==> src/source/rv_decode_pkg.sv <==
package rv_decode_pkg;

    localparam int INSTR_W   = 32;
    localparam int REG_IDX_W = 5;
    localparam int FUNCT3_W  = 3;

    // marks SUB and SRA/SRAI
    localparam logic [6:0] FUNCT7_ALT = 7'b0100000;

    typedef logic [INSTR_W-1:0]   instr_t;
    typedef logic [REG_IDX_W-1:0] reg_idx_t;
    // word address, byte offset dropped
    typedef logic [31:2]          pc_t;

    // opcode bits 6..2
    typedef enum logic [4:0] {
        GRP_LOAD     = 5'b00000,
        GRP_MISC_MEM = 5'b00011,
        GRP_OP_IMM   = 5'b00100,
        GRP_AUIPC    = 5'b00101,
        GRP_STORE    = 5'b01000,
        GRP_OP       = 5'b01100,
        GRP_LUI      = 5'b01101,
        GRP_BRANCH   = 5'b11000,
        GRP_JALR     = 5'b11001,
        GRP_JAL      = 5'b11011,
        GRP_SYSTEM   = 5'b11100
    } opgrp_e;

    typedef enum logic [5:0] {
        I_NONE,
        I_LB, I_LH, I_LW, I_LBU, I_LHU,
        I_ADDI, I_SLLI, I_SLTI, I_SLTIU, I_XORI, I_SRLI, I_SRAI, I_ORI, I_ANDI,
        I_AUIPC,
        I_SB, I_SH, I_SW,
        I_ADD, I_SUB, I_SLL, I_SLT, I_SLTU, I_XOR, I_SRL, I_SRA, I_OR, I_AND,
        I_LUI,
        I_BEQ, I_BNE, I_BLT, I_BGE, I_BLTU, I_BGEU,
        I_JALR,
        I_JAL,
        I_FENCE, I_FENCE_I,
        I_ECALL, I_EBREAK,
        I_ILLEGAL
    } instr_e;

    // bit 4 selects arithmetic shift
    typedef enum logic [4:0] {
        ALU_ADD      = 5'b00000,
        ALU_SUB      = 5'b00001,
        ALU_XOR      = 5'b00010,
        ALU_OR       = 5'b00011,
        ALU_AND      = 5'b00100,
        ALU_SHL      = 5'b00101,
        ALU_SHR      = 5'b00110,
        ALU_CMP_EQ   = 5'b01000,
        ALU_CMP_NEQ  = 5'b01001,
        ALU_CMP_LTS  = 5'b01010,
        ALU_CMP_LTU  = 5'b01011,
        ALU_CMP_NLTS = 5'b01100,
        ALU_CMP_NLTU = 5'b01101,
        ALU_SRA      = 5'b10110
    } alu_ctrl_e;

    typedef enum logic [1:0] {
        RES_ALU   = 2'b00,
        RES_MEM   = 2'b01,
        RES_PC_P4 = 2'b10
    } res_src_e;

    typedef enum logic {
        OP1_REG = 1'b0,
        OP1_PC  = 1'b1
    } op1_sel_e;

    typedef enum logic {
        OP2_REG = 1'b0,
        OP2_IMM = 1'b1
    } op2_sel_e;

endpackage

==> src/source/rv_ctrl_gen.sv <==
`timescale 1ns/1ps

module rv_ctrl_gen
(
    input  rv_decode_pkg::instr_e    i_instr_kind,
    output logic                     o_reg_write,
    output logic                     o_mem_read,
    output logic                     o_mem_write,
    output logic                     o_jump,
    output logic                     o_branch,
    output logic                     o_pc_sel,
    output logic                     o_rs1_zero,
    output rv_decode_pkg::res_src_e  o_res_src,
    output rv_decode_pkg::op1_sel_e  o_alu_op1_sel,
    output rv_decode_pkg::op2_sel_e  o_alu_op2_sel,
    output rv_decode_pkg::alu_ctrl_e o_alu_ctrl
);

    import rv_decode_pkg::*;

    logic is_load;
    logic is_store;
    logic is_op_imm;
    logic is_op;
    logic is_jal;
    logic is_jalr;

    assign is_load   = i_instr_kind inside {I_LB, I_LH, I_LW, I_LBU, I_LHU};
    assign is_store  = i_instr_kind inside {I_SB, I_SH, I_SW};
    assign is_op_imm = i_instr_kind inside {I_ADDI, I_SLLI, I_SLTI, I_SLTIU, I_XORI,
                                            I_SRLI, I_SRAI, I_ORI, I_ANDI};
    assign is_op     = i_instr_kind inside {I_ADD, I_SUB, I_SLL, I_SLT, I_SLTU,
                                            I_XOR, I_SRL, I_SRA, I_OR, I_AND};
    assign is_jal    = (i_instr_kind == I_JAL);
    assign is_jalr   = (i_instr_kind == I_JALR);

    assign o_reg_write = is_load | is_op_imm | is_op | is_jal | is_jalr |
                         (i_instr_kind inside {I_AUIPC, I_LUI});
    assign o_mem_read  = is_load;
    assign o_mem_write = is_store;
    assign o_branch    = i_instr_kind inside {I_BEQ, I_BNE, I_BLT, I_BGE, I_BLTU, I_BGEU};
    assign o_jump      = is_jal | is_jalr;
    assign o_pc_sel    = is_jalr;
    // lui adds the immediate to x0
    assign o_rs1_zero  = (i_instr_kind == I_LUI);

    assign o_alu_op1_sel = (is_jal || i_instr_kind == I_AUIPC) ? OP1_PC : OP1_REG;
    assign o_alu_op2_sel = (is_load || is_store || is_op_imm || is_jal || is_jalr ||
                            i_instr_kind inside {I_AUIPC, I_LUI}) ? OP2_IMM : OP2_REG;

    assign o_res_src = is_load ? RES_MEM : ((is_jal || is_jalr) ? RES_PC_P4 : RES_ALU);

    always_comb
    begin
        case (i_instr_kind)
            I_BEQ:                   o_alu_ctrl = ALU_CMP_EQ;
            I_BNE:                   o_alu_ctrl = ALU_CMP_NEQ;
            I_BLT, I_SLT, I_SLTI:    o_alu_ctrl = ALU_CMP_LTS;
            I_BLTU, I_SLTU, I_SLTIU: o_alu_ctrl = ALU_CMP_LTU;
            I_BGE:                   o_alu_ctrl = ALU_CMP_NLTS;
            I_BGEU:                  o_alu_ctrl = ALU_CMP_NLTU;
            I_SUB:                   o_alu_ctrl = ALU_SUB;
            I_XOR, I_XORI:           o_alu_ctrl = ALU_XOR;
            I_OR, I_ORI:             o_alu_ctrl = ALU_OR;
            I_AND, I_ANDI:           o_alu_ctrl = ALU_AND;
            I_SLL, I_SLLI:           o_alu_ctrl = ALU_SHL;
            I_SRL, I_SRLI:           o_alu_ctrl = ALU_SHR;
            I_SRA, I_SRAI:           o_alu_ctrl = ALU_SRA;
            // address and link arithmetic
            default:                 o_alu_ctrl = ALU_ADD;
        endcase
    end

endmodule

==> src/source/rv_decode.sv <==
`timescale 1ns/1ps

module rv_decode
(
    input  logic                                i_clk,
    input  logic                                i_reset,
    input  logic                                i_stall,
    input  logic                                i_flush,
    input  rv_decode_pkg::instr_t               i_data,
    input  rv_decode_pkg::pc_t                  i_pc,
    input  rv_decode_pkg::pc_t                  i_pc_p4,
    output rv_decode_pkg::reg_idx_t             o_rs1,
    output rv_decode_pkg::reg_idx_t             o_rs2,
    output rv_decode_pkg::reg_idx_t             o_rd,
    output rv_decode_pkg::pc_t                  o_pc,
    output rv_decode_pkg::pc_t                  o_pc_p4,
    output rv_decode_pkg::instr_t               o_imm,
    output logic [rv_decode_pkg::FUNCT3_W-1:0]  o_funct3,
    output logic                                o_reg_write,
    output logic                                o_mem_read,
    output logic                                o_mem_write,
    output logic                                o_jump,
    output logic                                o_branch,
    output logic                                o_pc_sel,
    output logic                                o_inv_instr,
    output rv_decode_pkg::res_src_e             o_res_src,
    output rv_decode_pkg::op1_sel_e             o_alu_op1_sel,
    output rv_decode_pkg::op2_sel_e             o_alu_op2_sel,
    output rv_decode_pkg::alu_ctrl_e            o_alu_ctrl
);

    import rv_decode_pkg::*;

    instr_t instr;
    instr_e instr_kind;
    logic   supported;
    logic   rs1_zero;

    rv_fetch_latch u_fetch_latch (
        .i_clk   (i_clk),
        .i_reset (i_reset),
        .i_stall (i_stall),
        .i_flush (i_flush),
        .i_data  (i_data),
        .i_pc    (i_pc),
        .i_pc_p4 (i_pc_p4),
        .o_instr (instr),
        .o_pc    (o_pc),
        .o_pc_p4 (o_pc_p4)
    );

    rv_instr_classify u_classify (
        .i_instr      (instr),
        .o_instr_kind (instr_kind),
        .o_supported  (supported)
    );

    rv_imm_gen u_imm_gen (
        .i_instr      (instr),
        .i_instr_kind (instr_kind),
        .o_imm        (o_imm)
    );

    rv_ctrl_gen u_ctrl_gen (
        .i_instr_kind  (instr_kind),
        .o_reg_write   (o_reg_write),
        .o_mem_read    (o_mem_read),
        .o_mem_write   (o_mem_write),
        .o_jump        (o_jump),
        .o_branch      (o_branch),
        .o_pc_sel      (o_pc_sel),
        .o_rs1_zero    (rs1_zero),
        .o_res_src     (o_res_src),
        .o_alu_op1_sel (o_alu_op1_sel),
        .o_alu_op2_sel (o_alu_op2_sel),
        .o_alu_ctrl    (o_alu_ctrl)
    );

    // register fields straight from the gated word
    assign o_rs1       = rs1_zero ? '0 : instr[19:15];
    assign o_rs2       = instr[24:20];
    assign o_rd        = instr[11:7];
    assign o_funct3    = instr[14:12];
    assign o_inv_instr = !supported;

endmodule

==> src/source/rv_fetch_latch.sv <==
`timescale 1ns/1ps

module rv_fetch_latch
(
    input  logic                  i_clk,
    input  logic                  i_reset,
    input  logic                  i_stall,
    input  logic                  i_flush,
    input  rv_decode_pkg::instr_t i_data,
    input  rv_decode_pkg::pc_t    i_pc,
    input  rv_decode_pkg::pc_t    i_pc_p4,
    output rv_decode_pkg::instr_t o_instr,
    output rv_decode_pkg::pc_t    o_pc,
    output rv_decode_pkg::pc_t    o_pc_p4
);

    logic r_flush;

    always_ff @(posedge i_clk)
    begin
        if (i_reset || i_flush)
        begin
            o_pc    <= '0;
            o_pc_p4 <= '0;
        end
        else if (!i_stall)
        begin
            o_pc    <= i_pc;
            o_pc_p4 <= i_pc_p4;
        end
    end

    // remembers a flush for one cycle
    always_ff @(posedge i_clk)
    begin
        if (i_reset)
            r_flush <= 1'b0;
        else
            r_flush <= i_flush;
    end

    // word fetched behind a flush is dropped
    assign o_instr = (i_reset || r_flush) ? '0 : i_data;

endmodule

==> src/source/rv_imm_gen.sv <==
`timescale 1ns/1ps

module rv_imm_gen
(
    input  rv_decode_pkg::instr_t i_instr,
    input  rv_decode_pkg::instr_e i_instr_kind,
    output rv_decode_pkg::instr_t o_imm
);

    import rv_decode_pkg::*;

    always_comb
    begin
        case (i_instr_kind)
            // J format
            I_JAL:
                o_imm = {{12{i_instr[31]}}, i_instr[19:12], i_instr[20], i_instr[30:21], 1'b0};
            // U format
            I_LUI, I_AUIPC:
                o_imm = {i_instr[31:12], 12'b0};
            // I format
            I_JALR,
            I_LB, I_LH, I_LW, I_LBU, I_LHU,
            I_ADDI, I_SLLI, I_SLTI, I_SLTIU, I_XORI, I_SRLI, I_SRAI, I_ORI, I_ANDI:
                o_imm = {{21{i_instr[31]}}, i_instr[30:20]};
            // B format
            I_BEQ, I_BNE, I_BLT, I_BGE, I_BLTU, I_BGEU:
                o_imm = {{20{i_instr[31]}}, i_instr[7], i_instr[30:25], i_instr[11:8], 1'b0};
            // S format
            I_SB, I_SH, I_SW:
                o_imm = {{21{i_instr[31]}}, i_instr[30:25], i_instr[11:7]};
            default:
                o_imm = '0;
        endcase
    end

endmodule

==> src/source/rv_instr_classify.sv <==
`timescale 1ns/1ps

module rv_instr_classify
(
    input  rv_decode_pkg::instr_t i_instr,
    output rv_decode_pkg::instr_e o_instr_kind,
    output logic                  o_supported
);

    import rv_decode_pkg::*;

    opgrp_e      grp;
    logic [2:0]  funct3;
    logic [6:0]  funct7;
    logic [11:0] funct12;
    logic        f7_zero;
    logic        f7_alt;

    assign grp     = opgrp_e'(i_instr[6:2]);
    assign funct3  = i_instr[14:12];
    assign funct7  = i_instr[31:25];
    assign funct12 = i_instr[31:20];
    assign f7_zero = (funct7 == 7'b0000000);
    assign f7_alt  = (funct7 == FUNCT7_ALT);

    always_comb
    begin
        o_instr_kind = I_ILLEGAL;
        if (i_instr == '0)
            o_instr_kind = I_NONE;
        // only 32-bit encodings
        else if (i_instr[1:0] == 2'b11)
        begin
            case (grp)
                GRP_LOAD:
                    case (funct3)
                        3'b000:  o_instr_kind = I_LB;
                        3'b001:  o_instr_kind = I_LH;
                        3'b010:  o_instr_kind = I_LW;
                        3'b100:  o_instr_kind = I_LBU;
                        3'b101:  o_instr_kind = I_LHU;
                        default: o_instr_kind = I_ILLEGAL;
                    endcase
                GRP_OP_IMM:
                    case (funct3)
                        3'b000: o_instr_kind = I_ADDI;
                        3'b001: o_instr_kind = I_SLLI;
                        3'b010: o_instr_kind = I_SLTI;
                        3'b011: o_instr_kind = I_SLTIU;
                        3'b100: o_instr_kind = I_XORI;
                        3'b101: o_instr_kind = f7_zero ? I_SRLI : (f7_alt ? I_SRAI : I_ILLEGAL);
                        3'b110: o_instr_kind = I_ORI;
                        3'b111: o_instr_kind = I_ANDI;
                    endcase
                GRP_OP:
                    case (funct3)
                        3'b000: o_instr_kind = f7_zero ? I_ADD : (f7_alt ? I_SUB : I_ILLEGAL);
                        3'b001: o_instr_kind = f7_zero ? I_SLL : I_ILLEGAL;
                        3'b010: o_instr_kind = f7_zero ? I_SLT : I_ILLEGAL;
                        3'b011: o_instr_kind = f7_zero ? I_SLTU : I_ILLEGAL;
                        3'b100: o_instr_kind = f7_zero ? I_XOR : I_ILLEGAL;
                        3'b101: o_instr_kind = f7_zero ? I_SRL : (f7_alt ? I_SRA : I_ILLEGAL);
                        3'b110: o_instr_kind = f7_zero ? I_OR : I_ILLEGAL;
                        3'b111: o_instr_kind = f7_zero ? I_AND : I_ILLEGAL;
                    endcase
                GRP_STORE:
                    case (funct3)
                        3'b000:  o_instr_kind = I_SB;
                        3'b001:  o_instr_kind = I_SH;
                        3'b010:  o_instr_kind = I_SW;
                        default: o_instr_kind = I_ILLEGAL;
                    endcase
                GRP_BRANCH:
                    case (funct3)
                        3'b000:  o_instr_kind = I_BEQ;
                        3'b001:  o_instr_kind = I_BNE;
                        3'b100:  o_instr_kind = I_BLT;
                        3'b101:  o_instr_kind = I_BGE;
                        3'b110:  o_instr_kind = I_BLTU;
                        3'b111:  o_instr_kind = I_BGEU;
                        default: o_instr_kind = I_ILLEGAL;
                    endcase
                GRP_AUIPC:
                    o_instr_kind = I_AUIPC;
                GRP_LUI:
                    o_instr_kind = I_LUI;
                GRP_JAL:
                    o_instr_kind = I_JAL;
                GRP_JALR:
                    o_instr_kind = (funct3 == 3'b000) ? I_JALR : I_ILLEGAL;
                GRP_MISC_MEM:
                    if (funct3 == 3'b000)
                        o_instr_kind = I_FENCE;
                    else if (funct3 == 3'b001)
                        o_instr_kind = I_FENCE_I;
                GRP_SYSTEM:
                    if (funct3 == 3'b000 && funct12 == 12'h000)
                        o_instr_kind = I_ECALL;
                    else if (funct3 == 3'b000 && funct12 == 12'h001)
                        o_instr_kind = I_EBREAK;
                default:
                    o_instr_kind = I_ILLEGAL;
            endcase
        end
    end

    // ecall and ebreak are recognised but not handled here
    assign o_supported = !(o_instr_kind inside {I_ECALL, I_EBREAK, I_ILLEGAL});

endmodule

==> config.mk <==
export PLATFORM = sky130hd
export DESIGN_NAME = rv_decode
export DESIGN_NICKNAME = d
export VERILOG_FILES = /design/src/source/rv_decode_pkg.sv /design/src/source/rv_ctrl_gen.sv /design/src/source/rv_decode.sv /design/src/source/rv_fetch_latch.sv /design/src/source/rv_imm_gen.sv /design/src/source/rv_instr_classify.sv
export SDC_FILE = /design/constraint.sdc
export NUM_CORES = 1
export LEC_CHECK = 0
export BUFFER_PORTS_ARGS = -buffer_cell sky130_fd_sc_hd__clkbuf_2
export CAP_MARGIN = 5
export CORE_MARGIN = 2
export CORE_UTILIZATION = 41
export CTS_CLUSTER_DIAMETER = 150
export DETAILED_ROUTE_END_ITERATION = 10
export PLACE_DENSITY = 0.88
export SLEW_MARGIN = 20
export SYNTH_ARGS = -nofsm -noshare
export SYNTH_HDL_FRONTEND = slang
export SYNTH_SLANG_ARGS = --single-unit
==> constraint.sdc <==
create_clock -name i_clk -period 4.1 [get_ports i_clk]
set_input_delay 0.205 -clock i_clk [delete_from_list [all_inputs] [get_ports i_clk]]
set_output_delay 0.205 -clock i_clk [all_outputs]
set_load 0.01 [all_outputs]
# After elaboration in Yosys (flattened, before gate mapping)
# Memories as Yosys holds them, arrays and structs flattened.
# Index checks and enable logic that the tools add are counted.
# word_totals
mem_bits_rw	0
out_inout_bits	126
n_memories	1
reg_bits	61
latch_bits	0
rom_bits	320
# mem_list
memory	words	word_bits	read_ports	rd_ports_with_merged_regs	write_ports	line_no	rtl
(no name shown)	64	5	1	0	0	rv_ctrl_gen.sv:55	case (i_instr_kind)
# op_classes
magnitude_cmp	0
n_eq_ne	60
multipliers	0
n_reduce_logical	27
div_mod_pow	0
n_mux	32
n_shift	0
addsub	0
n_bitwise	6
# op_table
operator	count
$pmux W32 S5	1
$eq A6 B5 Y1 const B	16
$mux W6	16
$pmux W6 S8	2
$pmux W6 S11	1
$eq A6 B6 Y1 const B	9
$eq A6 B4 Y1 const B	8
$pmux W6 S6	1
$logic_not A32 Y1	1
$mux W32	1
$pmux W6 S5	1
$eq A6 B3 Y1 const B	4
$eq A5 B5 Y1 const B	4
$pmux W6 S3	1
$eq A5 B4 Y1 const B	3
$reduce_or A15 Y1	1
$eq A12 B1 Y1 const B	1
$eq A3 B3 Y1 const B	4
$eq A6 B2 Y1 const B	2
$logic_not A12 Y1	1
$eq A5 B3 Y1 const B	2
$reduce_bool A10 Y1	1
$logic_or A1 B1 Y1	9
$reduce_bool A9 Y1	1
other kinds (22)	34

# Longest topological paths before layout
# depth
depth_word	17
depth_mapped	19

# Modules after synthesis
# A second synthesis with hierarchy kept.
# unflattened
cells_unflattened	576
hier_area_um2	4683.2
# by_module_without_submodules
mod	seq_area_each_um2	area_each_um2	instances	cells_per_inst
rv_fetch_latch	1221.2	2428.6	1	233
rv_instr_classify	0.0	825.8	1	147
rv_imm_gen	0.0	768.2	1	106
rv_ctrl_gen	0.0	625.6	1	84
rv_decode	0.0	35.0	1	6

# Least setup slack after synthesis
# Ideal clock, no wire load.
# synth_timing
path_type	register -> output
from	register u_fetch_latch.r_flush
to	output o_imm[13]
arrival_ns	4.253
path_stages_with_launch	17
path_slack_ns	-0.358
cell_sequence	dfxtp_1 > or4bb_1 > a211oi_2 > a21oi_1 > or3_1 > clkbuf_2 > o41ai_1 > o21ai_0 > ha_1 > clkbuf_1 > or3_1 > o41a_1 > o2111a_1 > or3_4 > a21oi_4 > buf_6 > o21ai_0
# synth_via
elab_chain_cells	12
# synth_lines
element	line_no	rtl
start: declaration	rv_fetch_latch.sv:17	logic r_flush;
start signal: assignment	rv_fetch_latch.sv:39	r_flush <= i_flush;
$logic_or A1 B1 Y1 (*)	rv_fetch_latch.sv:43	assign o_instr = (i_reset || r_flush) ? '0 : i_data;
$mux W32 (*)	rv_fetch_latch.sv:43	
$eq A7 B6 Y1, or another cell as far along	rv_instr_classify.sv:24	assign f7_alt = (funct7 == FUNCT7_ALT);
$mux W6, or another cell as far along (2 in series)	rv_instr_classify.sv:57	3'b000: o_instr_kind = f7_zero ? I_ADD : (f7_alt ? I_SUB : I_ILLEGAL);
$pmux W6 S8, or another cell as far along	rv_instr_classify.sv:56	case (funct3)
$pmux W6 S11	rv_instr_classify.sv:34	case (grp)
$mux W6	rv_instr_classify.sv:32	else if (i_instr[1:0] == 2'b11)
$mux W6	rv_instr_classify.sv:29	if (i_instr == '0)
$eq A6 B4 Y1, or another cell as far along	rv_imm_gen.sv:14	case (i_instr_kind)
$reduce_or A15 Y1, or another cell as far along	rv_imm_gen.sv:14	
$pmux W32 S5 (*)	rv_imm_gen.sv:14	
end: declaration	rv_decode.sv:17	output rv_decode_pkg::instr_t o_imm,
# Mark *: on every way between the ends. The rest lies on a longest branch, timed or not.

# Final worst setup path
# layout_timing
from	register u_fetch_latch.r_flush
to	output o_imm[31]
# The elaborated chain is that of the path after synthesis.

==> results by group <==
Synth
  • Primary FF master, synth: sky130_fd_sc_hd__dfxtp_1
  • Sequential share of the synthesized area: 0.293
  • Post-synth EDFFs: 0
  • Leading cell types by total area after synthesis: sky130_fd_sc_hd__dfxtp_1, sky130_fd_sc_hd__mux2i_1, sky130_fd_sc_hd__nor2_1
  • Synth Area per Inst: 7.78 um2
  • Post-synth ARST share: 0
  • Biggest area consumer among synthesized cells: sky130_fd_sc_hd__dfxtp_1
  • Post-synth top area share: 0.293
  • FF+latch count, synth: around 60
  • Ys Warns: 0
  • Count of distinct cell types in the synthesized netlist: 64
  • Net Count, Synth: approximately 640
  • Synthesized instance count: 536
  • Mapped cell area: 0.00417 mm2

GRT
  • Gr usage total: 0.250
  • Wire length of the first global-routing pass: 22.9 mm
  • Largest net degree at the start of global routing: 61
  • Initial antenna violation count: 0
  • Vias in the first global route: 4,809
  • Aggregate global routing overflow: 0

Run status
  • Violated checks: negative setup slack
  • Outcome: finished with violations

Die
  • Area enclosed by the die boundary: between 0.01 and 0.015 mm2
  • Area of the core region: 0.00982 mm2
  • Die W: 105 um
  • Cell row count: 36
  • Initial Util: 0.425
  • Die extent in y: approximately 100 um
  • # IOs: 222

STA
  • Unrepaired setup endpoints after global routing: true
  • Skew final: 0 ps
  • Period minus WS final: 4360 ps
  • Max Fclk: 230 MHz
  • Worst setup slack after layout: -255 ps
  • Final critical-path share of the clock period: 1.06
  • Setup violations, final: 34
  • Worst-case headroom to the max-slew limit: 0.368
  • Setup Total Neg Slack: -5950 ps
  • Pins Over Slew Limit: 0
  • Final Hold Vio Count: 0
  • Worst-Margin Slew: 948 ps

Placed design
  • Global placer's final weighted congestion: 0.999
  • Placed wire-length estimate: 11.4 mm
  • Number of cells in the design after placement: 892
  • Setup slack after placement: -43.4 ps
  • I/O Buffers: 221

Setup path
  • Kind of start point of the critical path: flop
  • CP max FO: 10
  • Reg2Reg Depth: 2
  • Crit. End Element: output pin
  • Data required, critical path: between 3000 and 4000 ps
  • Reg-to-reg startpoint: u_fetch_latch.o_pc[28]
  • Setup CP Type: reg -> out
  • Worst EP arrival: 4150 ps
  • Register-to-Register Setup Slack: about 3400 ps
  • Worst reg2reg path endpoint: u_fetch_latch.o_pc[28]

Route
  • Initial DRT Pass Iterations: 6
  • Post-DR vias/cell: roughly 5.5
  • DR vias: 5,061
  • Drt initial violations: approximately 390
  • Final wirelength: between 10 and 15 mm
  • Routed length per instance: 15.8 um
  • Post-route antenna net violation count: 0
  • DRC violations left: 0

Worst hold path
  • Worst hold endpoint: u_fetch_latch.o_pc[2]
  • Cell depth of the worst hold path: 3
  • Path type of the worst min-delay path: in -> reg
  • HP Start: i_pc[2]

Pwr
  • Final total power: 1500 uW
  • Power density over the cells: 250 mW/mm2
  • IR Drop Worst-Case VDD: approximately 0.00022 V
  • Static Leakage: 0.00298 uW

Final layout
  • Layout cell share with drive strength beyond 1: 0.420
  • Syn-to-layout area delta: 44.0%
  • Final Instance Count excl. Fillers: 917
  • Diode count: 0
  • Total Nets Final: 882

Clock tree
  • TritonCTS clock tree: built
  • Hold buffers post-CTS: 0
  • Number of H-tree levels: 3
  • Clock Latency Late Sink: 320 ps
  • Sink count of the clock tree: 61
  • Number of buffers added by the clock tree synthesis step: 9
  • Clk Tree Root Cell: sky130_fd_sc_hd__clkbuf_8
  • Clock transition at the registers of the reported paths: 80 ps
  • Maximum count of clock buffers along a single path: 2

Job
  • Max-cap violation count: 0
## layout by cell type (no fill, tap or decap), drive strengths merged, types with 4 or more instances in the layout
master,instances
clkbuf,227
nor2,90
mux2i,61
dfxtp,61
buf,57
a21oi,34
o21ai,30
nand2,25
and2,22
nor3,15
nand3,15
inv,11
o2bb2ai,8
nor4,7
a22o,7
a31oi,7
nand2b,7
ha,7
or3,7
nor2b,6
a22oi,6
or2,6
and3,4
o31ai,4
clkinv,4
## synth_stat cells, drive strengths merged (3+ instances only)
cell and number:
a21oi 34, a22o 7, a22oi 6, a31oi 7
and2 22, and3 4, buf 7, clkbuf 36
dfxtp 61, ha 7, inv 10, mux2i 61
nand2 25, nand2b 7, nand3 15, nand4 3
nor2 90, nor2b 6, nor3 15, nor3b 3
nor4 7, o21ai 30, o221ai 3, o2bb2ai 8
o31ai 4, or2 6, or3 7, or3b 3
## critical path: stages, from the launching register on
cell and delay [ps]:
sky130_fd_sc_hd__dfxtp_4 370, sky130_fd_sc_hd__or4bb_4 550, sky130_fd_sc_hd__a211oi_4 200, sky130_fd_sc_hd__a21oi_2 60, sky130_fd_sc_hd__or3_4 340, sky130_fd_sc_hd__o41ai_2 230, sky130_fd_sc_hd__o21ai_2 120, sky130_fd_sc_hd__ha_2 190
sky130_fd_sc_hd__or3_4 330, sky130_fd_sc_hd__o41a_1 310, sky130_fd_sc_hd__o2111a_1 130, sky130_fd_sc_hd__or3_4 370, sky130_fd_sc_hd__a21oi_4 220, sky130_fd_sc_hd__buf_12 170, sky130_fd_sc_hd__a21oi_2 60, sky130_fd_sc_hd__clkbuf_2 160
## repair_timing
action | in CTS | in global routing
setup endpoints to repair | 34 | 34
buffers inserted | 7 | 2
gates resized for setup | 7 | 9
pin swaps | 5 | 5
## worst max-delay path by stage
| stage | from | endpoint | slack [ps] | cells after the start |
|---|---|---|---|---|
| CTS | u_fetch_latch.r_flush | o_imm[31] | -190 | 15 |
| detailed placement | i_data[13] | o_imm[31] | -40 | 18 |
| finish | u_fetch_latch.r_flush | o_imm[31] | -260 | 15 |
| floorplan | u_fetch_latch.r_flush | o_alu_op2_sel | 30 | 16 |
| global placement | i_data[13] | o_imm[31] | -30 | 18 |
| global route | u_fetch_latch.r_flush | o_imm[31] | -380 | 15 |
## sequential cells by signal (all words and copies together), names as in the netlist
| signal | flops |
|---|---|
| u_fetch_latch.o_pc | 30 |
| u_fetch_latch.o_pc_p4 | 30 |
| u_fetch_latch.r_flush | 1 |
## per-layer routing
| metal | wire (um) | GRT usage | up-vias |
|---|---|---|---|
| met5 | 0 | 0 | - |
| met4 | 295 | 0.0790 | 0 |
| met3 | 1390 | 0.0605 | 25 |
| met2 | 7180 | 0.442 | 299 |
| met1 | 5630 | 0.298 | 2313 |
| li1 | - | - | 2424 |
## cell families after synthesis
family | synth area share
and+or+nand+nor | 0.274
AOI/OAI and AO/OA | 0.207
DFF | 0.293
xor gates and xnor gates | 0.00420
buffers and inverters | 0.0543
adders and majority gates | 0.0210
muxes | 0.146
## metrics by stage
step	hold slack [ps]	instance area [um2]	utilization
4_1_cts	86.8	5970	0.608
2_1_floorplan	277	4280	-
6_report	105	6010	0.612
5_1_grt	95.8	6010	0.612
3_3_place_gp	433	5710	0.581
3_5_place_dp	443	5710	0.581
## power breakdown
part           internal [uW]  switching, uW  total [uW]  leakage (uW)
clock network            221            251         472     0.0000856
registers                612           11.4         623      0.000498
logic                    182            225         407       0.00240
total                   1010            487        1500       0.00298
## area by class of cell
| cell class | instances | area, um2 |
|---|---|---|
| timing repair buffer | 275 | 1540 |
| inverter | 10 | 37.5 |
| fill | 871 | 3810 |
| clock inverter | 7 | 51.3 |
| tap | 133 | 166 |
| sequential | 61 | 1220 |
| multi-input combinational | 422 | 2860 |
| clock buffer | 9 | 124 |
Power figures use the tool's default switching activity.
